[src/hw/sdram_sched_pkg.sv]
// SDRAM scheduler definitions

package sdram_sched_pkg;

  ////////////////////
  // Sizes
  ////////////////////
  localparam int NUM_PORTS = 2;
  localparam int PORT_W    = 1;
  localparam int BANKS     = 4;
  localparam int BA_W      = 2;
  localparam int ROW_W     = 11;
  localparam int COL_W     = 8;
  localparam int ADDR_W    = 11;
  localparam int DQ_W      = 16;

  ////////////////////
  // Timings in clock cycles
  ////////////////////
  // ACT to RD/WR
  localparam int T_RCD = 2;
  // ACT to PRE
  localparam int T_RAS = 5;
  // PRE to ACT
  localparam int T_RP  = 2;
  // ACT to ACT, same bank
  localparam int T_RC  = 7;
  // Write recovery before PRE
  localparam int T_WR  = 2;
  // REF to next ACT or REF
  localparam int T_RFC = 7;
  // RD to data on DQ
  localparam int CL    = 3;

  // Short on purpose so a simulation sees several refreshes
  localparam int REF_INTERVAL = 200;

  // Encoded as {RAS_n, CAS_n, WE_n}
  typedef enum logic [2:0] {
    CMD_REF = 3'b001,
    CMD_PRE = 3'b010,
    CMD_ACT = 3'b011,
    CMD_WR  = 3'b100,
    CMD_RD  = 3'b101,
    CMD_NOP = 3'b111
  } sdram_cmd_e;

  // Address pins, row on ACT, column plus A10 on RD, WR and PRE
  typedef union packed {
    logic [ADDR_W-1:0] row;
    struct packed {
      logic                      ap;
      logic [ADDR_W-COL_W-2:0]   pad;
      logic [COL_W-1:0]          col;
    } cas;
  } sdram_addr_u;

endpackage

[src/hw/port_arbiter.sv]
// Fixed priority port arbiter
`timescale 1ns/1ps

module port_arbiter
  import sdram_sched_pkg::*;
(
  input  logic              clk_i,
  input  logic              rst_ni,
  input  logic              req_i     [NUM_PORTS],
  input  logic              we_i      [NUM_PORTS],
  input  logic [BA_W-1:0]   ba_i      [NUM_PORTS],
  input  logic [ROW_W-1:0]  row_i     [NUM_PORTS],
  input  logic [COL_W-1:0]  col_i     [NUM_PORTS],
  input  logic [DQ_W-1:0]   wdata_i   [NUM_PORTS],
  input  logic              grant_i,
  output logic              rdy_o     [NUM_PORTS],
  output logic              sel_valid_o,
  output logic [PORT_W-1:0] sel_port_o,
  output logic              sel_we_o,
  output logic [BA_W-1:0]   sel_ba_o,
  output logic [ROW_W-1:0]  sel_row_o,
  output logic [COL_W-1:0]  sel_col_o,
  output logic [DQ_W-1:0]   sel_wdata_o
);

  logic              any_req;
  logic [PORT_W-1:0] pick;

  // Scan downwards so port 0 wins
  always_comb
  begin
    any_req = 1'b0;
    pick    = '0;
    for (int p = NUM_PORTS - 1; p >= 0; p--)
    begin
      if (req_i[p])
      begin
        any_req = 1'b1;
        pick    = PORT_W'(p);
      end
    end
  end

  always_ff @(posedge clk_i or negedge rst_ni)
  begin
    if (!rst_ni)
    begin
      sel_valid_o <= 1'b0;
      sel_port_o  <= '0;
    end
    else if (sel_valid_o)
    begin
      if (grant_i)
        sel_valid_o <= 1'b0;
    end
    else if (any_req)
    begin
      sel_valid_o <= 1'b1;
      sel_port_o  <= pick;
    end
  end

  // Request payload, held until grant
  always_ff @(posedge clk_i)
  begin
    if (!sel_valid_o && any_req)
    begin
      sel_we_o    <= we_i[pick];
      sel_ba_o    <= ba_i[pick];
      sel_row_o   <= row_i[pick];
      sel_col_o   <= col_i[pick];
      sel_wdata_o <= wdata_i[pick];
    end
  end

  always_comb
  begin
    for (int p = 0; p < NUM_PORTS; p++)
      rdy_o[p] = grant_i && sel_valid_o && (sel_port_o == PORT_W'(p));
  end

endmodule

[src/hw/bank_tracker.sv]
// Bank state tracker
`timescale 1ns/1ps

module bank_tracker
  import sdram_sched_pkg::*;
(
  input  logic             clk_i,
  input  logic             rst_ni,
  input  logic             act_i,
  input  logic             pre_i,
  input  logic             wr_i,
  input  logic [ROW_W-1:0] act_row_i,
  input  logic [ROW_W-1:0] sel_row_i,
  output logic             open_o,
  output logic             row_hit_o,
  output logic             act_ok_o,
  output logic             rw_ok_o,
  output logic             pre_ok_o
);

  // Slots 0 tRCD, 1 tRAS, 2 tRC, 3 tRP, 4 tWR
  logic [$clog2(T_RC)-1:0] cnt [5];
  logic [4:0]              done;
  logic [4:0]              load;
  logic [ROW_W-1:0]        row_q;

  // One short of the full time, the done flag adds the last cycle
  function automatic logic [$clog2(T_RC)-1:0] reload(input int slot);
    int t;
    case (slot)
      0:       t = T_RCD;
      1:       t = T_RAS;
      2:       t = T_RC;
      3:       t = T_RP;
      default: t = T_WR;
    endcase
    return ($clog2(T_RC))'(t - 1);
  endfunction

  assign load = {wr_i, pre_i, act_i, act_i, act_i};

  ////////////////////
  // Timers
  ////////////////////
  always_ff @(posedge clk_i or negedge rst_ni)
  begin
    if (!rst_ni)
    begin
      done <= '1;
      for (int i = 0; i < 5; i++)
        cnt[i] <= '0;
    end
    else
    begin
      for (int i = 0; i < 5; i++)
      begin
        if (load[i])
        begin
          cnt[i]  <= reload(i);
          done[i] <= 1'b0;
        end
        else if (!done[i])
        begin
          cnt[i]  <= cnt[i] - 1'b1;
          done[i] <= (cnt[i] == 1);
        end
      end
    end
  end

  ////////////////////
  // Open row
  ////////////////////
  always_ff @(posedge clk_i or negedge rst_ni)
  begin
    if (!rst_ni)
      open_o <= 1'b0;
    else if (act_i)
      open_o <= 1'b1;
    else if (pre_i)
      open_o <= 1'b0;
  end

  always_ff @(posedge clk_i)
  begin
    if (act_i)
      row_q <= act_row_i;
  end

  assign row_hit_o = open_o && (row_q == sel_row_i);

  // Permissions
  assign act_ok_o = !open_o && done[3] && done[2];
  assign rw_ok_o  = open_o && done[0];
  assign pre_ok_o = open_o && done[1] && done[4];

endmodule

[src/hw/cmd_issuer.sv]
// SDRAM command issuer
`timescale 1ns/1ps

module cmd_issuer
  import sdram_sched_pkg::*;
(
  input  logic              clk_i,
  input  logic              rst_ni,
  input  logic              sel_valid_i,
  input  logic [PORT_W-1:0] sel_port_i,
  input  logic              sel_we_i,
  input  logic [BA_W-1:0]   sel_ba_i,
  input  logic [COL_W-1:0]  sel_col_i,
  input  logic [ROW_W-1:0]  sel_row_i,
  input  logic [DQ_W-1:0]   sel_wdata_i,
  input  logic [BANKS-1:0]  open_i,
  input  logic [BANKS-1:0]  row_hit_i,
  input  logic [BANKS-1:0]  act_ok_i,
  input  logic [BANKS-1:0]  rw_ok_i,
  input  logic [BANKS-1:0]  pre_ok_i,
  output logic              grant_o,
  output logic [BANKS-1:0]  act_o,
  output logic [BANKS-1:0]  pre_o,
  output logic [BANKS-1:0]  wr_o,
  output logic [ROW_W-1:0]  act_row_o,
  output logic              rd_issue_o,
  output logic [PORT_W-1:0] rd_port_o,
  output sdram_cmd_e        sdram_cmd_o,
  output logic [BA_W-1:0]   sdram_ba_o,
  output sdram_addr_u       sdram_addr_o,
  output logic [DQ_W-1:0]   sdram_dq_o,
  output logic              sdram_dqoe_o
);

  logic [$clog2(REF_INTERVAL)-1:0] ref_cnt;
  logic                            ref_pend;
  logic [$clog2(T_RFC)-1:0]        rfc_cnt;
  logic                            rfc_done;
  // FSM, low is normal operation and high is refresh
  logic                            in_ref_q;
  logic                            in_ref_d;
  sdram_cmd_e                      cmd_d;
  logic [BA_W-1:0]                 ba_d;
  sdram_addr_u                     addr_d;
  logic                            banks_closable;

  // Every open bank may be precharged now
  assign banks_closable = &(~open_i | pre_ok_i);
  assign act_row_o      = sel_row_i;

  ////////////////////
  // Refresh timers
  ////////////////////
  always_ff @(posedge clk_i or negedge rst_ni)
  begin
    if (!rst_ni)
    begin
      ref_cnt  <= ($clog2(REF_INTERVAL))'(REF_INTERVAL - 1);
      ref_pend <= 1'b0;
    end
    else
    begin
      if (ref_cnt == 0)
        ref_cnt <= ($clog2(REF_INTERVAL))'(REF_INTERVAL - 1);
      else
        ref_cnt <= ref_cnt - 1'b1;
      // Only one refresh can be owed
      if (ref_cnt == 0)
        ref_pend <= 1'b1;
      else if (cmd_d == CMD_REF)
        ref_pend <= 1'b0;
    end
  end

  always_ff @(posedge clk_i or negedge rst_ni)
  begin
    if (!rst_ni)
    begin
      rfc_cnt  <= '0;
      rfc_done <= 1'b1;
    end
    else if (cmd_d == CMD_REF)
    begin
      rfc_cnt  <= ($clog2(T_RFC))'(T_RFC - 1);
      rfc_done <= 1'b0;
    end
    else if (!rfc_done)
    begin
      rfc_cnt  <= rfc_cnt - 1'b1;
      rfc_done <= (rfc_cnt == 1);
    end
  end

  ////////////////////
  // Command decision
  ////////////////////
  always_comb
  begin
    in_ref_d = in_ref_q;
    cmd_d    = CMD_NOP;
    ba_d     = sel_ba_i;
    addr_d   = '0;
    act_o    = '0;
    pre_o    = '0;
    wr_o     = '0;
    if (in_ref_q)
    begin
      // All banks closed, wait out tRP, tRC and tRFC
      if (&act_ok_i && rfc_done)
      begin
        cmd_d    = CMD_REF;
        in_ref_d = 1'b0;
      end
    end
    else if (ref_pend)
    begin
      if (open_i == '0)
        in_ref_d = 1'b1;
      else if (banks_closable)
      begin
        cmd_d         = CMD_PRE;
        addr_d.cas.ap = 1'b1;
        pre_o         = '1;
        in_ref_d      = 1'b1;
      end
    end
    // Held request, skip the cycle its RD or WR is already on the pins
    else if (sel_valid_i && !grant_o)
    begin
      if (row_hit_i[sel_ba_i])
      begin
        if (rw_ok_i[sel_ba_i])
        begin
          cmd_d          = sel_we_i ? CMD_WR : CMD_RD;
          addr_d.cas.col = sel_col_i;
          wr_o[sel_ba_i] = sel_we_i;
        end
      end
      else if (open_i[sel_ba_i])
      begin
        // Row miss, close the old row first
        if (pre_ok_i[sel_ba_i])
        begin
          cmd_d           = CMD_PRE;
          pre_o[sel_ba_i] = 1'b1;
        end
      end
      else if (act_ok_i[sel_ba_i] && rfc_done)
      begin
        cmd_d           = CMD_ACT;
        addr_d.row      = sel_row_i;
        act_o[sel_ba_i] = 1'b1;
      end
    end
  end

  ////////////////////
  // Pin registers
  ////////////////////
  always_ff @(posedge clk_i or negedge rst_ni)
  begin
    if (!rst_ni)
    begin
      in_ref_q     <= 1'b0;
      sdram_cmd_o  <= CMD_NOP;
      sdram_dqoe_o <= 1'b0;
      grant_o      <= 1'b0;
      rd_issue_o   <= 1'b0;
    end
    else
    begin
      in_ref_q     <= in_ref_d;
      sdram_cmd_o  <= cmd_d;
      sdram_dqoe_o <= (cmd_d == CMD_WR);
      grant_o      <= (cmd_d == CMD_WR) || (cmd_d == CMD_RD);
      rd_issue_o   <= (cmd_d == CMD_RD);
    end
  end

  always_ff @(posedge clk_i)
  begin
    sdram_ba_o   <= ba_d;
    sdram_addr_o <= addr_d;
    sdram_dq_o   <= sel_wdata_i;
    rd_port_o    <= sel_port_i;
  end

endmodule

[src/hw/rd_data_router.sv]
// Read data return router
`timescale 1ns/1ps

module rd_data_router
  import sdram_sched_pkg::*;
(
  input  logic              clk_i,
  input  logic              rst_ni,
  input  logic              rd_issue_i,
  input  logic [PORT_W-1:0] rd_port_i,
  output logic              rd_valid_o [NUM_PORTS]
);

  // One stage per cycle of CAS latency
  logic [CL-1:0]     vld_q;
  logic [PORT_W-1:0] port_q [CL];

  always_ff @(posedge clk_i or negedge rst_ni)
  begin
    if (!rst_ni)
      vld_q <= '0;
    else
      vld_q <= {vld_q[CL-2:0], rd_issue_i};
  end

  // Port tags follow the valid bits
  always_ff @(posedge clk_i)
  begin
    port_q[0] <= rd_port_i;
    for (int i = 1; i < CL; i++)
      port_q[i] <= port_q[i-1];
  end

  // Last stage lines up with data on DQ
  always_comb
  begin
    for (int p = 0; p < NUM_PORTS; p++)
      rd_valid_o[p] = vld_q[CL-1] && (port_q[CL-1] == PORT_W'(p));
  end

endmodule

[src/hw/sdram_sched_top.sv]
// SDRAM command scheduler top
`timescale 1ns/1ps

module sdram_sched_top
  import sdram_sched_pkg::*;
(
  input  logic              clk_i,
  input  logic              rst_ni,
  input  logic              req_i      [NUM_PORTS],
  input  logic              we_i       [NUM_PORTS],
  input  logic [BA_W-1:0]   ba_i       [NUM_PORTS],
  input  logic [ROW_W-1:0]  row_i      [NUM_PORTS],
  input  logic [COL_W-1:0]  col_i      [NUM_PORTS],
  input  logic [DQ_W-1:0]   wdata_i    [NUM_PORTS],
  output logic              rdy_o      [NUM_PORTS],
  output logic              rd_valid_o [NUM_PORTS],
  output logic [DQ_W-1:0]   rdata_o,
  output sdram_cmd_e        sdram_cmd_o,
  output logic [BA_W-1:0]   sdram_ba_o,
  output sdram_addr_u       sdram_addr_o,
  output logic [DQ_W-1:0]   sdram_dq_o,
  output logic              sdram_dqoe_o,
  input  logic [DQ_W-1:0]   sdram_dq_i
);

  logic              sel_valid;
  logic [PORT_W-1:0] sel_port;
  logic              sel_we;
  logic [BA_W-1:0]   sel_ba;
  logic [ROW_W-1:0]  sel_row;
  logic [COL_W-1:0]  sel_col;
  logic [DQ_W-1:0]   sel_wdata;
  logic              grant;
  logic [BANKS-1:0]  bank_open;
  logic [BANKS-1:0]  row_hit;
  logic [BANKS-1:0]  act_ok;
  logic [BANKS-1:0]  rw_ok;
  logic [BANKS-1:0]  pre_ok;
  logic [BANKS-1:0]  act;
  logic [BANKS-1:0]  pre;
  logic [BANKS-1:0]  wr;
  logic [ROW_W-1:0]  act_row;
  logic              rd_issue;
  logic [PORT_W-1:0] rd_port;

  port_arbiter u_arbiter (
    .clk_i       (clk_i),
    .rst_ni      (rst_ni),
    .req_i       (req_i),
    .we_i        (we_i),
    .ba_i        (ba_i),
    .row_i       (row_i),
    .col_i       (col_i),
    .wdata_i     (wdata_i),
    .grant_i     (grant),
    .rdy_o       (rdy_o),
    .sel_valid_o (sel_valid),
    .sel_port_o  (sel_port),
    .sel_we_o    (sel_we),
    .sel_ba_o    (sel_ba),
    .sel_row_o   (sel_row),
    .sel_col_o   (sel_col),
    .sel_wdata_o (sel_wdata)
  );

  for (genvar b = 0; b < BANKS; b++)
  begin : g_bank
    bank_tracker u_tracker (
      .clk_i     (clk_i),
      .rst_ni    (rst_ni),
      .act_i     (act[b]),
      .pre_i     (pre[b]),
      .wr_i      (wr[b]),
      .act_row_i (act_row),
      .sel_row_i (sel_row),
      .open_o    (bank_open[b]),
      .row_hit_o (row_hit[b]),
      .act_ok_o  (act_ok[b]),
      .rw_ok_o   (rw_ok[b]),
      .pre_ok_o  (pre_ok[b])
    );
  end

  cmd_issuer u_issuer (
    .clk_i        (clk_i),
    .rst_ni       (rst_ni),
    .sel_valid_i  (sel_valid),
    .sel_port_i   (sel_port),
    .sel_we_i     (sel_we),
    .sel_ba_i     (sel_ba),
    .sel_col_i    (sel_col),
    .sel_row_i    (sel_row),
    .sel_wdata_i  (sel_wdata),
    .open_i       (bank_open),
    .row_hit_i    (row_hit),
    .act_ok_i     (act_ok),
    .rw_ok_i      (rw_ok),
    .pre_ok_i     (pre_ok),
    .grant_o      (grant),
    .act_o        (act),
    .pre_o        (pre),
    .wr_o         (wr),
    .act_row_o    (act_row),
    .rd_issue_o   (rd_issue),
    .rd_port_o    (rd_port),
    .sdram_cmd_o  (sdram_cmd_o),
    .sdram_ba_o   (sdram_ba_o),
    .sdram_addr_o (sdram_addr_o),
    .sdram_dq_o   (sdram_dq_o),
    .sdram_dqoe_o (sdram_dqoe_o)
  );

  rd_data_router u_router (
    .clk_i      (clk_i),
    .rst_ni     (rst_ni),
    .rd_issue_i (rd_issue),
    .rd_port_i  (rd_port),
    .rd_valid_o (rd_valid_o)
  );

  // Every port sees DQ, rd_valid_o picks the owner
  assign rdata_o = sdram_dq_i;

endmodule

[config.mk]
export PLATFORM = sky130hd
export DESIGN_NAME = sdram_sched_top
export DESIGN_NICKNAME = d
export VERILOG_FILES = /design/src/hw/sdram_sched_pkg.sv /design/src/hw/port_arbiter.sv /design/src/hw/bank_tracker.sv /design/src/hw/cmd_issuer.sv /design/src/hw/rd_data_router.sv /design/src/hw/sdram_sched_top.sv
export SDC_FILE = /design/constraint.sdc
export NUM_CORES = 1
export LEC_CHECK = 0
export BUFFER_PORTS_ARGS = -buffer_cell sky130_fd_sc_hd__buf_4
export CAP_MARGIN = 5
export CORE_MARGIN = 4
export CORE_UTILIZATION = 26
export CTS_BUF_LIST = sky130_fd_sc_hd__clkbuf_16
export CTS_CLUSTER_SIZE = 20
export DETAILED_ROUTE_END_ITERATION = 12
export GPL_ROUTABILITY_DRIVEN = 1
export PLACE_DENSITY = 0.44
export SLEW_MARGIN = 20
export SYNTH_ARGS = -nofsm -noshare
export SYNTH_HDL_FRONTEND = slang
export SYNTH_SLANG_ARGS = --single-unit
[constraint.sdc]
create_clock -name clk_i -period 2.4 [get_ports clk_i]
set_input_delay 0 -clock clk_i [delete_from_list [all_inputs] [get_ports clk_i]]
set_output_delay 0 -clock clk_i [all_outputs]
set_load 0.01 [all_outputs]
==> summary by stage, run 1 <==
Die
From left edge to right edge, the die measures 203 um. The die outline height is 203 um. The effective utilization at floorplan is 0.263. The count of boundary I/O pins is 149. The die covers 41,200 sq um. After floorplanning, the core was divided into 71 placement rows. The floorplan step defined a core boundary enclosing 37,600 sq um.

STA
The worst pin sits at a relative slew slack of 0.463. The clock period minus worst slack is 2.22 ns. For the pin with the worst max-slew slack, the measured transition is 0.806 ns.

The final number of hold-violating endpoints is 0. Once routing completed, OpenROAD measured the worst setup slack at 0.183 ns. The total count of max-transition violations in the final report is 0.

Setup repair after global routing left no endpoint under its margin. In the finished design, the share of the clock period the worst path needs comes to 0.924. The setup-violating endpoint count in the final report is 0.

For the final routed database, the setup TNS stands at 0 ns. Between clock sinks in the finished design, the worst skew comes to 0.0120 ns. Timing would allow up to 0.451 GHz.

Route
After detailed routing, the number of remaining DRC violations is 0. The total via count after detailed routing is 6,412. For this block, the initial DRC count from the detailed router was 263.

The first TritonRoute pass finished after 4 iterations. Using the TritonRoute via totals, the vias-per-cell ratio works out to 4.10. The total wire length after detailed routing is 22,200 um. The wire length per cell after detailed routing is 14.2 um. The detail route stage leaves a number of antenna-violating nets equal to 0.

Logic synthesis
The number of warnings reported in the yosys synthesis log is 0. The share of the synthesized area in the top cell type is 0.249. The biggest area contributor in the post-synthesis netlist is edfxtp_1. The count of cell types in the netlist is 53. The sequential cell area fraction in the yosys report is 0.596. The average cell area after synthesis is 12.1 sq um. The number of enable-type register cells in the synthesized netlist is 82. Of all flip-flops after synthesis, the portion carrying an async set or reset was 0.487. The top flip-flop cell by instance count after synthesis is edfxtp_1. The cell count after synthesis came out at 817. By area the synthesized netlist is led by edfxtp_1 25%, dfrtp_1 20%, dfstp_2 7.7%.

The synthesized netlist net count is 956. Synthesis inferred 224 register bits. The total standard cell area after synthesis is 9880 sq um.

CTS
The H-tree depth is 1. In this run the deepest clock path goes through 3 buffers. The CTS sink count is 224. At the later pin of the worst-skew pair, clock insertion delay measures 0.52 ns. Clock tree synthesis selected as its root buffer the cell clkbuf_16. The number of clock buffers inserted by TritonCTS is 27. The clock tree from TritonCTS is done.

Clock-pin slew was measured on the worst setup and hold paths at 0.06 ns.

GRT
The pin count of the biggest net entering global routing is 110. In this run the most used layer during global routing was met2. In the global route stage, met2 resource usage came out at 0.179.

In the global route stage, overall resource usage came out at 0.108. The total congestion overflow is 0. For this run, global-route usage on met1 was measured as 0.144. The first global-routing pass estimated 36,300 um of wire. The number of antenna violations at the first check in global routing is 0. The via count of the first global-routing pass was 6,705. The met3 track demand over resource is 0.0265.

Final layout
The synthesis-to-layout area growth is 32.2%. The share of post-route cells with drive strength above 1 is 0.265. The most common cell after layout, fill and taps aside is buf_4. The final core utilization is 0.348. The library cells used most frequently in the layout, excluding fill and tap cells, are 145 x buf_4, 86 x inv_1, 82 x edfxtp_1. 0 antenna diodes ended up in the layout. Fill cells in the final layout number 3,699.

The final-stage net count is 1,170.

Critical path
Data arrives at the worst endpoint at 2.58 ns. Traced cell by cell, the critical path runs through xor2_1, nor4_1, nand3_1, or3b_1, and4_1, buf_12, a31oi_1. The type of element capturing the critical path is a register. The required time reported for the critical path endpoint is 2.76 ns. The worst setup path is of the reg -> reg kind. In this design, the stage delay of the slowest critical-path cell is 0.58 ns.

The largest fanout of any net on the critical path is 28. Among all stages on the critical path, the largest delay is contributed by edfxtp_1. STA classifies the critical path startpoint as a register.

Placement
The pre-CTS worst setup slack is 0.147 ns. The placed wire-length estimate is 15,100 um. Buffers placed on the I/O ports in this run total 116. The final weighted congestion of routability-driven global placement is 0.739.

Power and ir drop
The leakage power figure is 5.56 nW. Dividing total power by cell area gives a power density of 1020 nW/um^2. The peak supply drop is 0.000476 V.

Flow run
Across the run, the number of max-cap violations was 0.

Outcome
The flow ran to the end, and the final reports show no timing, DRC or antenna violations.

Hold path
In this run the worst hold path is classified as in -> out.
[critical path: cells and delay by family, from the launching register on]
kind / cells / cell delay [ns]
AO/OA/AOI/OAI: 1 / 0.10
buffers and inverters: 1 / 0.20
flip-flops: 1 / 0.58
AND/OR/NAND/NOR: 4 / 0.92
XOR/XNOR: 1 / 0.24
[path summary, 6_finish.rpt]
kind / start / to / slack (ns) / depth (start not counted)
setup / recovery: u_arbiter.sel_row_o[10]$_DFFE_PP_ / g_bank[0].u_tracker.cnt[2]$_DFFE_PN0P_ / 0.18 / 7
hold / removal: sdram_dq_i[1] / rdata_o[1] / 0.000004 / 0
setup reg to reg: u_arbiter.sel_row_o[10]$_DFFE_PP_ / g_bank[0].u_tracker.cnt[2]$_DFFE_PN0P_ / 0.18 / 7
hold reg to reg: u_router.port_q[0][0]$_DFF_P_ / u_router.port_q[0][1]$_DFF_P_ / 0.33 / 0
max in group asynchronous: rst_ni / g_bank[2].u_tracker.cnt[12]$_DFFE_PN0P_ / 1.84 / 3
min in group asynchronous: rst_ni / u_router.vld_q[2]$_DFF_PN0_ / 0.11 / 3
[kinds of logic (layout without fill, tap and decap cells)]
family / Yosys count / count (layout) / synth area share
flip-flops: 224 / 224 / 0.596
AND/OR/NAND/NOR: 194 / 194 / 0.0969
buffers and inverters: 124 / 358 / 0.0570
AO/OA/AOI/OAI: 97 / 97 / 0.0648
XOR/XNOR: 89 / 89 / 0.0789
multiplexers: 46 / 46 / 0.0522
adder cells (fa/ha/maj): 43 / 43 / 0.0545
[through the flow]
stage          power, mW  instances  hold slack (ns)  area, sq um
2_1_floorplan       8.39        817           -0.296         9880
3_3_place_gp        9.68       1433        0.0000686        11500
3_5_place_dp        9.72       1433        0.0000686        11500
4_1_cts             13.6       1562        0.0000686        13100
5_1_grt             14.4       1562        0.0000203        13100
6_report            13.3       1562       0.00000369        13100
[per-layer routing]
layer	up-vias	part of all wire
met3	38	0.057
met2	134	0.46
met5	-	0
met4	0	0.022
li1	3146	-
met1	3094	0.46
[sequential cells by signal (all words and copies together) (netlist names), 2 cells and up]
| name | flops |
|---|---|
| g_bank.u_tracker.cnt | 60 |
| g_bank.u_tracker.done | 20 |
| u_arbiter.sel_ba_o | 2 |
| u_arbiter.sel_col_o | 8 |
| g_bank.u_tracker.open_o | 4 |
| u_router.port_q | 3 |
| u_arbiter.sel_wdata_o | 16 |
| u_issuer.sdram_cmd_o | 3 |
| u_issuer.sdram_dq_o | 16 |
| u_arbiter.sel_row_o | 11 |
| u_router.vld_q | 3 |
| u_issuer.sdram_ba_o | 2 |
| g_bank.u_tracker.row_q | 44 |
| u_issuer.rfc_cnt | 3 |
| u_issuer.sdram_addr_o | 11 |
| u_issuer.ref_cnt | 8 |
[repair_timing]
item	CTS	global route
setup buffers	0	0
endpoints found under the hold margin	149	0
hold buffers	80	0
resized for setup	0	1
setup endpoints to repair	0	19
[synth_stat cells (all sizes together), types with 2 or more instances]
library cell and instances:
o21ai 12, nand4 9, and2b 2, clkbuf 11
dfrtp 80, nand2b 8, a22o 8, or3 5
dfstp 29, nand2 32, a21boi 3, xnor2 48
dfxtp 33, nor2 72, nor4 8, xor2 41
nor3 5, nor2b 27, ha 43, and3 3
buf 34, a31oi 12, mux2 44, a21oi 44
mux2i 2, a31o 8, nand3 8, and2 6
nand3b 5, edfxtp 82, inv 79, a2111oi 2
[final cells by class]
| type | count | area, sq um | area share |
|---|---|---|---|
| well taps | 511 | 639 | 0.0490 |
| clock inverters | 22 | 119 | 0.00910 |
| multi-input cells | 469 | 3450 | 0.264 |
| inverters | 79 | 297 | 0.0227 |
| clock buffers | 27 | 676 | 0.0517 |
| flip-flops and latches | 224 | 5890 | 0.451 |
| repair buffers | 230 | 1990 | 0.152 |
[report_power, final]
part           internal, mW  switching [mW]  leakage [nW]  total [mW]
sequential             5.19           0.875          2.30        6.07
clock                  2.13            1.51         0.431        3.64
combinational          1.83            1.80          2.83        3.63
Power figures use the tool's default switching activity.
==> inputs of run 2 (changes only) <==
- CORE_UTILIZATION: 26 -> 51
- PLACE_DENSITY: 0.44 -> 0.76
==> run 2 against run 1 <==
- highest routed layer unchanged
- clock power is 6.0% lower
- critical path type unchanged
- die area is 47% lower
- clock-buffer cell count is 2 lower
- maximum frequency is 1.3% lower
- design area is 3.6% lower
- routed wire length is 3.9% lower
==> summary by stage, run 2 (same netlist as run 1, synthesis figures left out) <==
Outcome
The flow ran to the end, and the final reports show no timing, DRC or antenna violations.

Final layout
The final-stage net count is 1,159 (-0.94%). The synthesis-to-layout area growth is 27.4%. The area taken by flip-flops and latches was 5890 sq um (unchanged). The number of flip-flops in the largest register was 60 (unchanged). The final cell area excluding filler cells is 12,600 sq um (-3.6%). The combined area of the multi-input logic cells was 3450 sq um (-0.18%). The largest registers in the layout are g_bank.u_tracker.cnt: 60 flops, g_bank.u_tracker.row_q: 44 flops, g_bank.u_tracker.done: 20 flops. The most flop-heavy register is g_bank.u_tracker.cnt. The antenna cell count is 0 (unchanged).

Leaving out fill and tap cells, the most frequent cell in the layout is buf_4. The share of post-route cells with drive strength above 1 is 0.255 (-0.00921). The final-layout fill cell count was 1,360 (-63%). The final core utilization was 0.666 (+0.319). The post-route non-filler standard cell count is 1,298 (-17%).

The top cell types in the final layout, fill and taps aside, are 138 x buf_4, 82 x edfxtp_1, 82 x dlygate4sd3_1.

STA
The worst slew slack as a fraction of its limit came to 0.554 (+0.0912). The final number of hold-violating endpoints is 0 (unchanged). The setup slack of the critical path after layout is 0.154 ns (-0.0288 ns).

The total count of max-transition violations in the final report is 0 (unchanged). The achievable clock frequency came to 0.445 GHz (-1.3%). The worst hold slack after final layout was 0.00000444 ns (+0.000000743 ns). The measured slew at the worst slew-check pin came to 0.669 ns (-0.137 ns). Setup repair after global routing left no endpoint under its margin. The final cycle utilization of the critical path is 0.936 (+0.0120). The setup TNS after final layout was 0 ns (unchanged). The clock period minus worst slack came to 2.25 ns (+0.0288 ns). The setup-violating endpoint count in the final report is 0 (unchanged). The setup clock skew after layout is 0.0121 ns (+0.0000954 ns).

Placement
The post-detailed-placement cell area is 11,000 sq um (-3.7%). The count of input and output buffers is 116 (unchanged). The placed wire-length estimate is 12,900 um (-14%).

The number of placed instances with taps included is 1,172 (-18%). The final weighted congestion of routability-driven global placement was 0.866 (+17%). The pre-CTS worst setup slack was 0.146 ns (-0.00102 ns).

Die
The full die area was 21,700 sq um (-47%). The placeable core area was 18,900 sq um (-50%). The count of boundary I/O pins was 149 (unchanged). The effective utilization at floorplan is 0.523 (+0.260). The total number of placement rows came to 50 (-30%). The die outline height is 147 um (-27%). The horizontal extent of the die is 147 um (-27%).

CTS
The H-tree depth is 1 (unchanged). The CTS sink count is 224 (unchanged). TritonCTS built the clock tree.

The clock insertion delay at the later pin of the skew report was 0.51 ns (about the same). The library cell used as clock root buffer is clkbuf_16. The number of setup buffers added after CTS is 0 (unchanged). The clock edge transition at the registers on the reported setup and hold paths is 0.06 ns (about the same). The number of buffers between clock root and the deepest sink is 3 (unchanged). The number of gates given a new drive strength after cts was 0 (unchanged). The cts-stage hold buffer count is 82 (+2.5%). The number of clock buffers inserted by TritonCTS is 24 (-11%).

Hold path
The worst hold path depth was 0 (unchanged). The worst hold endpoint is rdata_o[3]. The worst min-delay path class is in -> out. In this run the most critical hold path is launched from sdram_dq_i[3].

Route
The number of DRC violations after detailed routing is 0 (unchanged). The total iterations of the first detailed-routing run is 4 (unchanged). The total wire length after detailed routing is 21,400 um (-3.9%). The via density per instance is 4.96 (+21%). The remaining antenna violation count after routing is 0 (unchanged). The total via count after detailed routing came to 6,436 (+0.37%). The highest layer touched by signal routing is met4.

The total met3 wirelength after detailed routing is 1370 um (+8.0%). The wire length on met2 came to 10,900 um (+5.9%). The wire length per cell after detailed routing is 16.5 um (+16%). The DRC marker count from the first detailed-route iteration was 385 (+46%).

The routed length on met1 was 8640 um (-15%).

GRT
The via count of the first global-routing pass was 6,904 (+3.0%). The total congestion overflow was 0 (unchanged). The pin count of the biggest net entering global routing is 78 (-29%). The wire length of the first global-routing pass is 35,000 um (-3.6%). The number of antenna violations at the first check in global routing was 0 (unchanged). The aggregate global-route resource usage is 0.200 (+0.0913).

Critical path
The worst-case reg-to-reg path depth was 7 (unchanged). The cell type of the slowest stage on the worst timing path is edfxtp_1. In this run the critical register-to-register path is launched from u_arbiter.sel_row_o[10]$_DFFE_PP_. The data arrival time of the critical path is 2.59 ns (about the same).

The critical path in this run is classified as reg -> reg. The launching element type of the critical path is a register. The endpoint of the most critical register-to-register path is g_bank[1].u_tracker.cnt[1]$_DFFE_PN0P_. The worst stage delay on the critical path came to 0.54 ns (-0.04 ns). The largest fanout of any net on the critical path is 20 (-29%).

STA classifies the critical path endpoint as a register. The critical path goes through xor2_1, nor4_1, nand3_1, nand3b_1, and4_1, buf_12, a31oi_1. The reg2reg setup slack is 0.15 ns (-0.03 ns).

The required time reported for the critical path endpoint was 2.74 ns (-0.02 ns).

Power and ir drop
The power density normalized to cell area came to 1040 nW/um^2 (+1.7%). The leakage power figure was 5.46 nW (-1.7%). The peak supply drop is 0.000599 V (+26%). The total power of the final layout is 13.1 mW (-2.0%).

Flow run
The count of max-cap constraint violations is 0 (unchanged).
==> run 2: cell types whose count changed in the layout (fill, tap and decap cells not counted), moves of 2 or more <==
cell           change
buf_4              -7
inv_1              -5
buf_12             -3
clkbuf_16          -2
clkinv_1           +2
dlygate4sd3_1      +2
==> run 2: worst max path at each step <==
stage	startpoint	end	slack, ns
2_1_floorplan	u_issuer.grant_o$_DFF_PN0_	g_bank[0].u_tracker.row_q[0]$_DFFE_PP_	0.40
3_3_place_gp	u_arbiter.sel_row_o[10]$_DFFE_PP_	g_bank[0].u_tracker.cnt[2]$_DFFE_PN0P_	0.22
3_5_place_dp	u_arbiter.sel_row_o[10]$_DFFE_PP_	g_bank[2].u_tracker.cnt[2]$_DFFE_PN0P_	0.15
4_1_cts	u_arbiter.sel_row_o[10]$_DFFE_PP_	g_bank[3].u_tracker.cnt[1]$_DFFE_PN0P_	0.12
5_1_grt	u_arbiter.sel_row_o[0]$_DFFE_PP_	u_issuer.sdram_addr_o[0]$_SDFF_PP0_	0.005
6_report	u_arbiter.sel_row_o[10]$_DFFE_PP_	g_bank[1].u_tracker.cnt[1]$_DFFE_PN0P_	0.15
==> run 2: worst max-delay path: cells and delay by family (launching register included) <==
| family | cells | cell delay (ns) |
|---|---|---|
| AO/OA/AOI/OAI | 1 | 0.09 |
| XOR/XNOR | 1 | 0.23 |
| buffers and inverters | 1 | 0.18 |
| flip-flops | 1 | 0.54 |
| AND/OR/NAND/NOR | 4 | 1.03 |
==> run 2: final cells by class <==
type	count	share of cell area
clock buffers	25	0.0497
clock inverters	19	0.00845
inverters	79	0.0236
multi-input cells	469	0.274
flip-flops and latches	224	0.468
well taps	260	0.0259
repair buffers	222	0.151
==> run 2: per-layer routing <==
metal / global-route usage / vias to the layer above
li1: - / 3121
met1: 0.248 / 3103
met2: 0.355 / 180
met3: 0.0453 / 32
met4: 0.0489 / 0
met5: 0 / -
==> run 2: report_power, final <==
part           total (mW)  internal, mW  switching (mW)  leakage [nW]
clock                3.42          1.98            1.44         0.384
combinational        3.53          1.77            1.77          2.78
sequential           6.12          5.20           0.925          2.30
total                13.1          8.95            4.13          5.46
==> inputs of run 3 (changes only) <==
==> constraint.sdc (replaced) <==
create_clock -name clk_i -period 2.4 [get_ports clk_i]
set_input_delay 0.12 -clock clk_i [delete_from_list [all_inputs] [get_ports clk_i]]
set_output_delay 0.12 -clock clk_i [all_outputs]
set_load 0.01 [all_outputs]
==> run 3 against run 2 <==
- design area grew 0.32%
- die area unchanged
- first-iteration DRC count shrank 22%
- power is 1.9% higher
- non-clock buffer count fell by 1
- maximum frequency increased by 1.5%
- utilization up 0.21 points
- register-to-register slack improved by 0.03 ns
- critical path type unchanged
==> summary by stage, run 3 (same netlist as run 1, synthesis figures left out) <==
STA
The setup slack of the critical path after layout is 0.187 ns (+0.0335 ns). The setup TNS after final layout is 0 ns (unchanged). The final cycle utilization of the critical path is 0.922 (-0.0140). The achievable clock frequency came to 0.452 GHz (+1.5%). Setup repair after global routing left no endpoint under its margin. The final number of hold-violating endpoints is 0 (unchanged). The total count of max-transition violations in the final report came to 0 (unchanged). The setup clock skew after layout is 0.0125 ns (+0.000351 ns).

The worst slew slack as a fraction of its limit is 0.584 (+0.0299). The clock period minus worst slack came to 2.21 ns (-0.0335 ns). The setup-violating endpoint count in the final report was 0 (unchanged). The worst hold slack after final layout is 0.168 ns (+0.168 ns). The measured slew at the worst slew-check pin is 0.624 ns (-0.0448 ns).

Power and ir drop
The leakage power figure is 5.48 nW (+0.25%). The power density normalized to cell area is 1060 nW/um^2 (+1.6%). The peak supply drop was 0.000654 V (+9.1%). The total power of the final layout came to 13.3 mW (+1.9%).

CTS
The clock insertion delay at the later pin of the skew report is 0.51 ns (about the same). The number of clock buffers inserted by TritonCTS is 24 (unchanged). The H-tree depth is 1 (unchanged). The cell sitting at the root of the clock tree is a clkbuf_16.

The number of setup buffers added after CTS was 0 (unchanged). The CTS sink count is 224 (unchanged). The number of buffers between clock root and the deepest sink came to 3 (unchanged).

The clock edge transition at the registers on the reported setup and hold paths is 0.06 ns (about the same). The clock tree from TritonCTS is done.

Route
The DRC marker count from the first detailed-route iteration is 301 (-22%). The total via count after detailed routing is 6,551 (+1.8%). The wire length per cell after detailed routing was 16.3 um (-1.1%). The remaining antenna violation count after routing was 0 (unchanged). The number of DRC violations after detailed routing is 0 (unchanged).

The total iterations of the first detailed-routing run came to 4 (unchanged). The total wire length after detailed routing is 21,100 um (-1.2%). The via density per instance came to 5.05 (+1.9%).

Die
The horizontal extent of the die was 147 um (unchanged). The placeable core area is 18,900 sq um (unchanged). The count of boundary I/O pins is 149 (unchanged). The effective utilization at floorplan is 0.523 (unchanged).

The die outline height is 147 um (unchanged). The full die area is 21,700 sq um (unchanged). The total number of placement rows is 50 (unchanged).

Placement
The count of input and output buffers is 116 (unchanged). The final weighted congestion of routability-driven global placement is 0.809 (-6.6%). The post-detailed-placement cell area is 11,000 sq um (about the same). The pre-CTS worst setup slack is 0.0511 ns (-0.0951 ns). The placed wire-length estimate is 13,200 um (+2.4%). The number of placed instances with taps included is 1,173 (+0.085%).

Final layout
Ranked by flip-flop count, first place goes to g_bank.u_tracker.cnt. The antenna cell count is 0 (unchanged). The final cell area excluding filler cells is 12,600 sq um (+0.32%). The final-stage net count is 1,158 (-0.086%). The synthesis-to-layout area growth is 27.8%.

The most common cell after layout, fill and taps aside is buf_4. The post-route non-filler standard cell count is 1,297 (-0.077%). Leaving out fill and tap cells, the most frequent cells in the layout are 140 x buf_4, 82 x edfxtp_1, 81 x inv_1. The final core utilization came to 0.668 (+0.00212). The number of flip-flops in the largest register came to 60 (unchanged). The largest registers in the layout are g_bank.u_tracker.cnt: 60 flops, g_bank.u_tracker.row_q: 44 flops, g_bank.u_tracker.done: 20 flops. The share of post-route cells with drive strength above 1 was 0.260 (+0.00507).

Critical path
The worst setup path is of the reg -> reg kind. The type of element capturing the critical path is a register. The source of the worst register-to-register timing path is u_arbiter.sel_row_o[7]$_DFFE_PP_. The required time reported for the critical path endpoint is 2.75 ns (about the same). The critical path startpoint is u_arbiter.sel_row_o[7]$_DFFE_PP_. The data arrival time of the critical path is 2.56 ns (-0.03 ns). The launching element type of the critical path is a register. The largest fanout of any net on the critical path is 28 (+40%).

GRT
The pin count of the biggest net entering global routing is 47 (-40%). The aggregate global-route resource usage is 0.196 (-0.00370). The wire length of the first global-routing pass was 34,600 um (-1.2%).

The number of antenna violations at the first check in global routing came to 0 (unchanged). The total congestion overflow is 0 (unchanged). The via count of the first global-routing pass was 6,834 (-1.0%).

Outcome
The run finished with clean final reports.

Flow run
The count of max-cap constraint violations is 0 (unchanged).

Hold path
The worst min-delay path class is in -> async.
run 3: cell count changes in the layout (fill, tap and decap cells not counted), sizes merged:
cell,before,now
clkinv,10,8
buf,140,141
clkinvlp,1,2
bufinv,1,3
inv,86,85
dlygate4sd3,82,80
run 3: worst paths after layout:
path | endpoint | slack, ns | cells after the start
worst min-delay path | g_bank[1].u_tracker.cnt[3]$_DFFE_PN0P_ | 0.17 | 2
min in group clk_i | rdata_o[0] | 0.24 | 0
max in group asynchronous | u_issuer.ref_cnt[6]$_DFF_PN1_ | 1.43 | 3
worst max-delay path | g_bank[1].u_tracker.cnt[1]$_DFFE_PN0P_ | 0.19 | 7
worst min register to register | u_router.port_q[0][2]$_DFF_P_ | 0.33 | 0
worst max register to register | g_bank[1].u_tracker.cnt[1]$_DFFE_PN0P_ | 0.19 | 7
run 3: report_power, final:
group	leakage, nW	internal, mW	total, mW	switching (mW)
clock	0.407	2.20	3.69	1.48
sequential	2.30	5.19	6.11	0.920
combinational	2.77	1.76	3.53	1.77
total	5.48	9.16	13.3	4.17
run 3: per-layer routing:
layer  share of wire  up-vias  global-route usage
met1            0.40     3203               0.244
met2            0.51      180               0.347
met3           0.064       44              0.0410
met4           0.028        0              0.0550
li1                -     3124                   -
met5               0        -                   0
run 3: cell type report:
cell class,instances,area [sq um]
flip-flops and latches,224,5890
multi-input cells,469,3450
repair buffers,221,1870
clock buffers,25,626
fillers,1374,6270
inverters,79,297
well taps,260,325
clock inverters,19,165
run 3: timing repair:
action                     in CTS  in global routing
hold endpoints to repair       72                  0
hold buffers                   80                  0
setup endpoints to repair       0                 16
gates resized for setup         0                  1
run 3: critical path, cell delays in order (launching register included):
cell      delay [ns]
edfxtp_1        0.61
xor2_1          0.25
nor4_1          0.28
nand3_1         0.13
or3b_1          0.23
and4_1          0.24
buf_12          0.19
a31oi_1         0.11
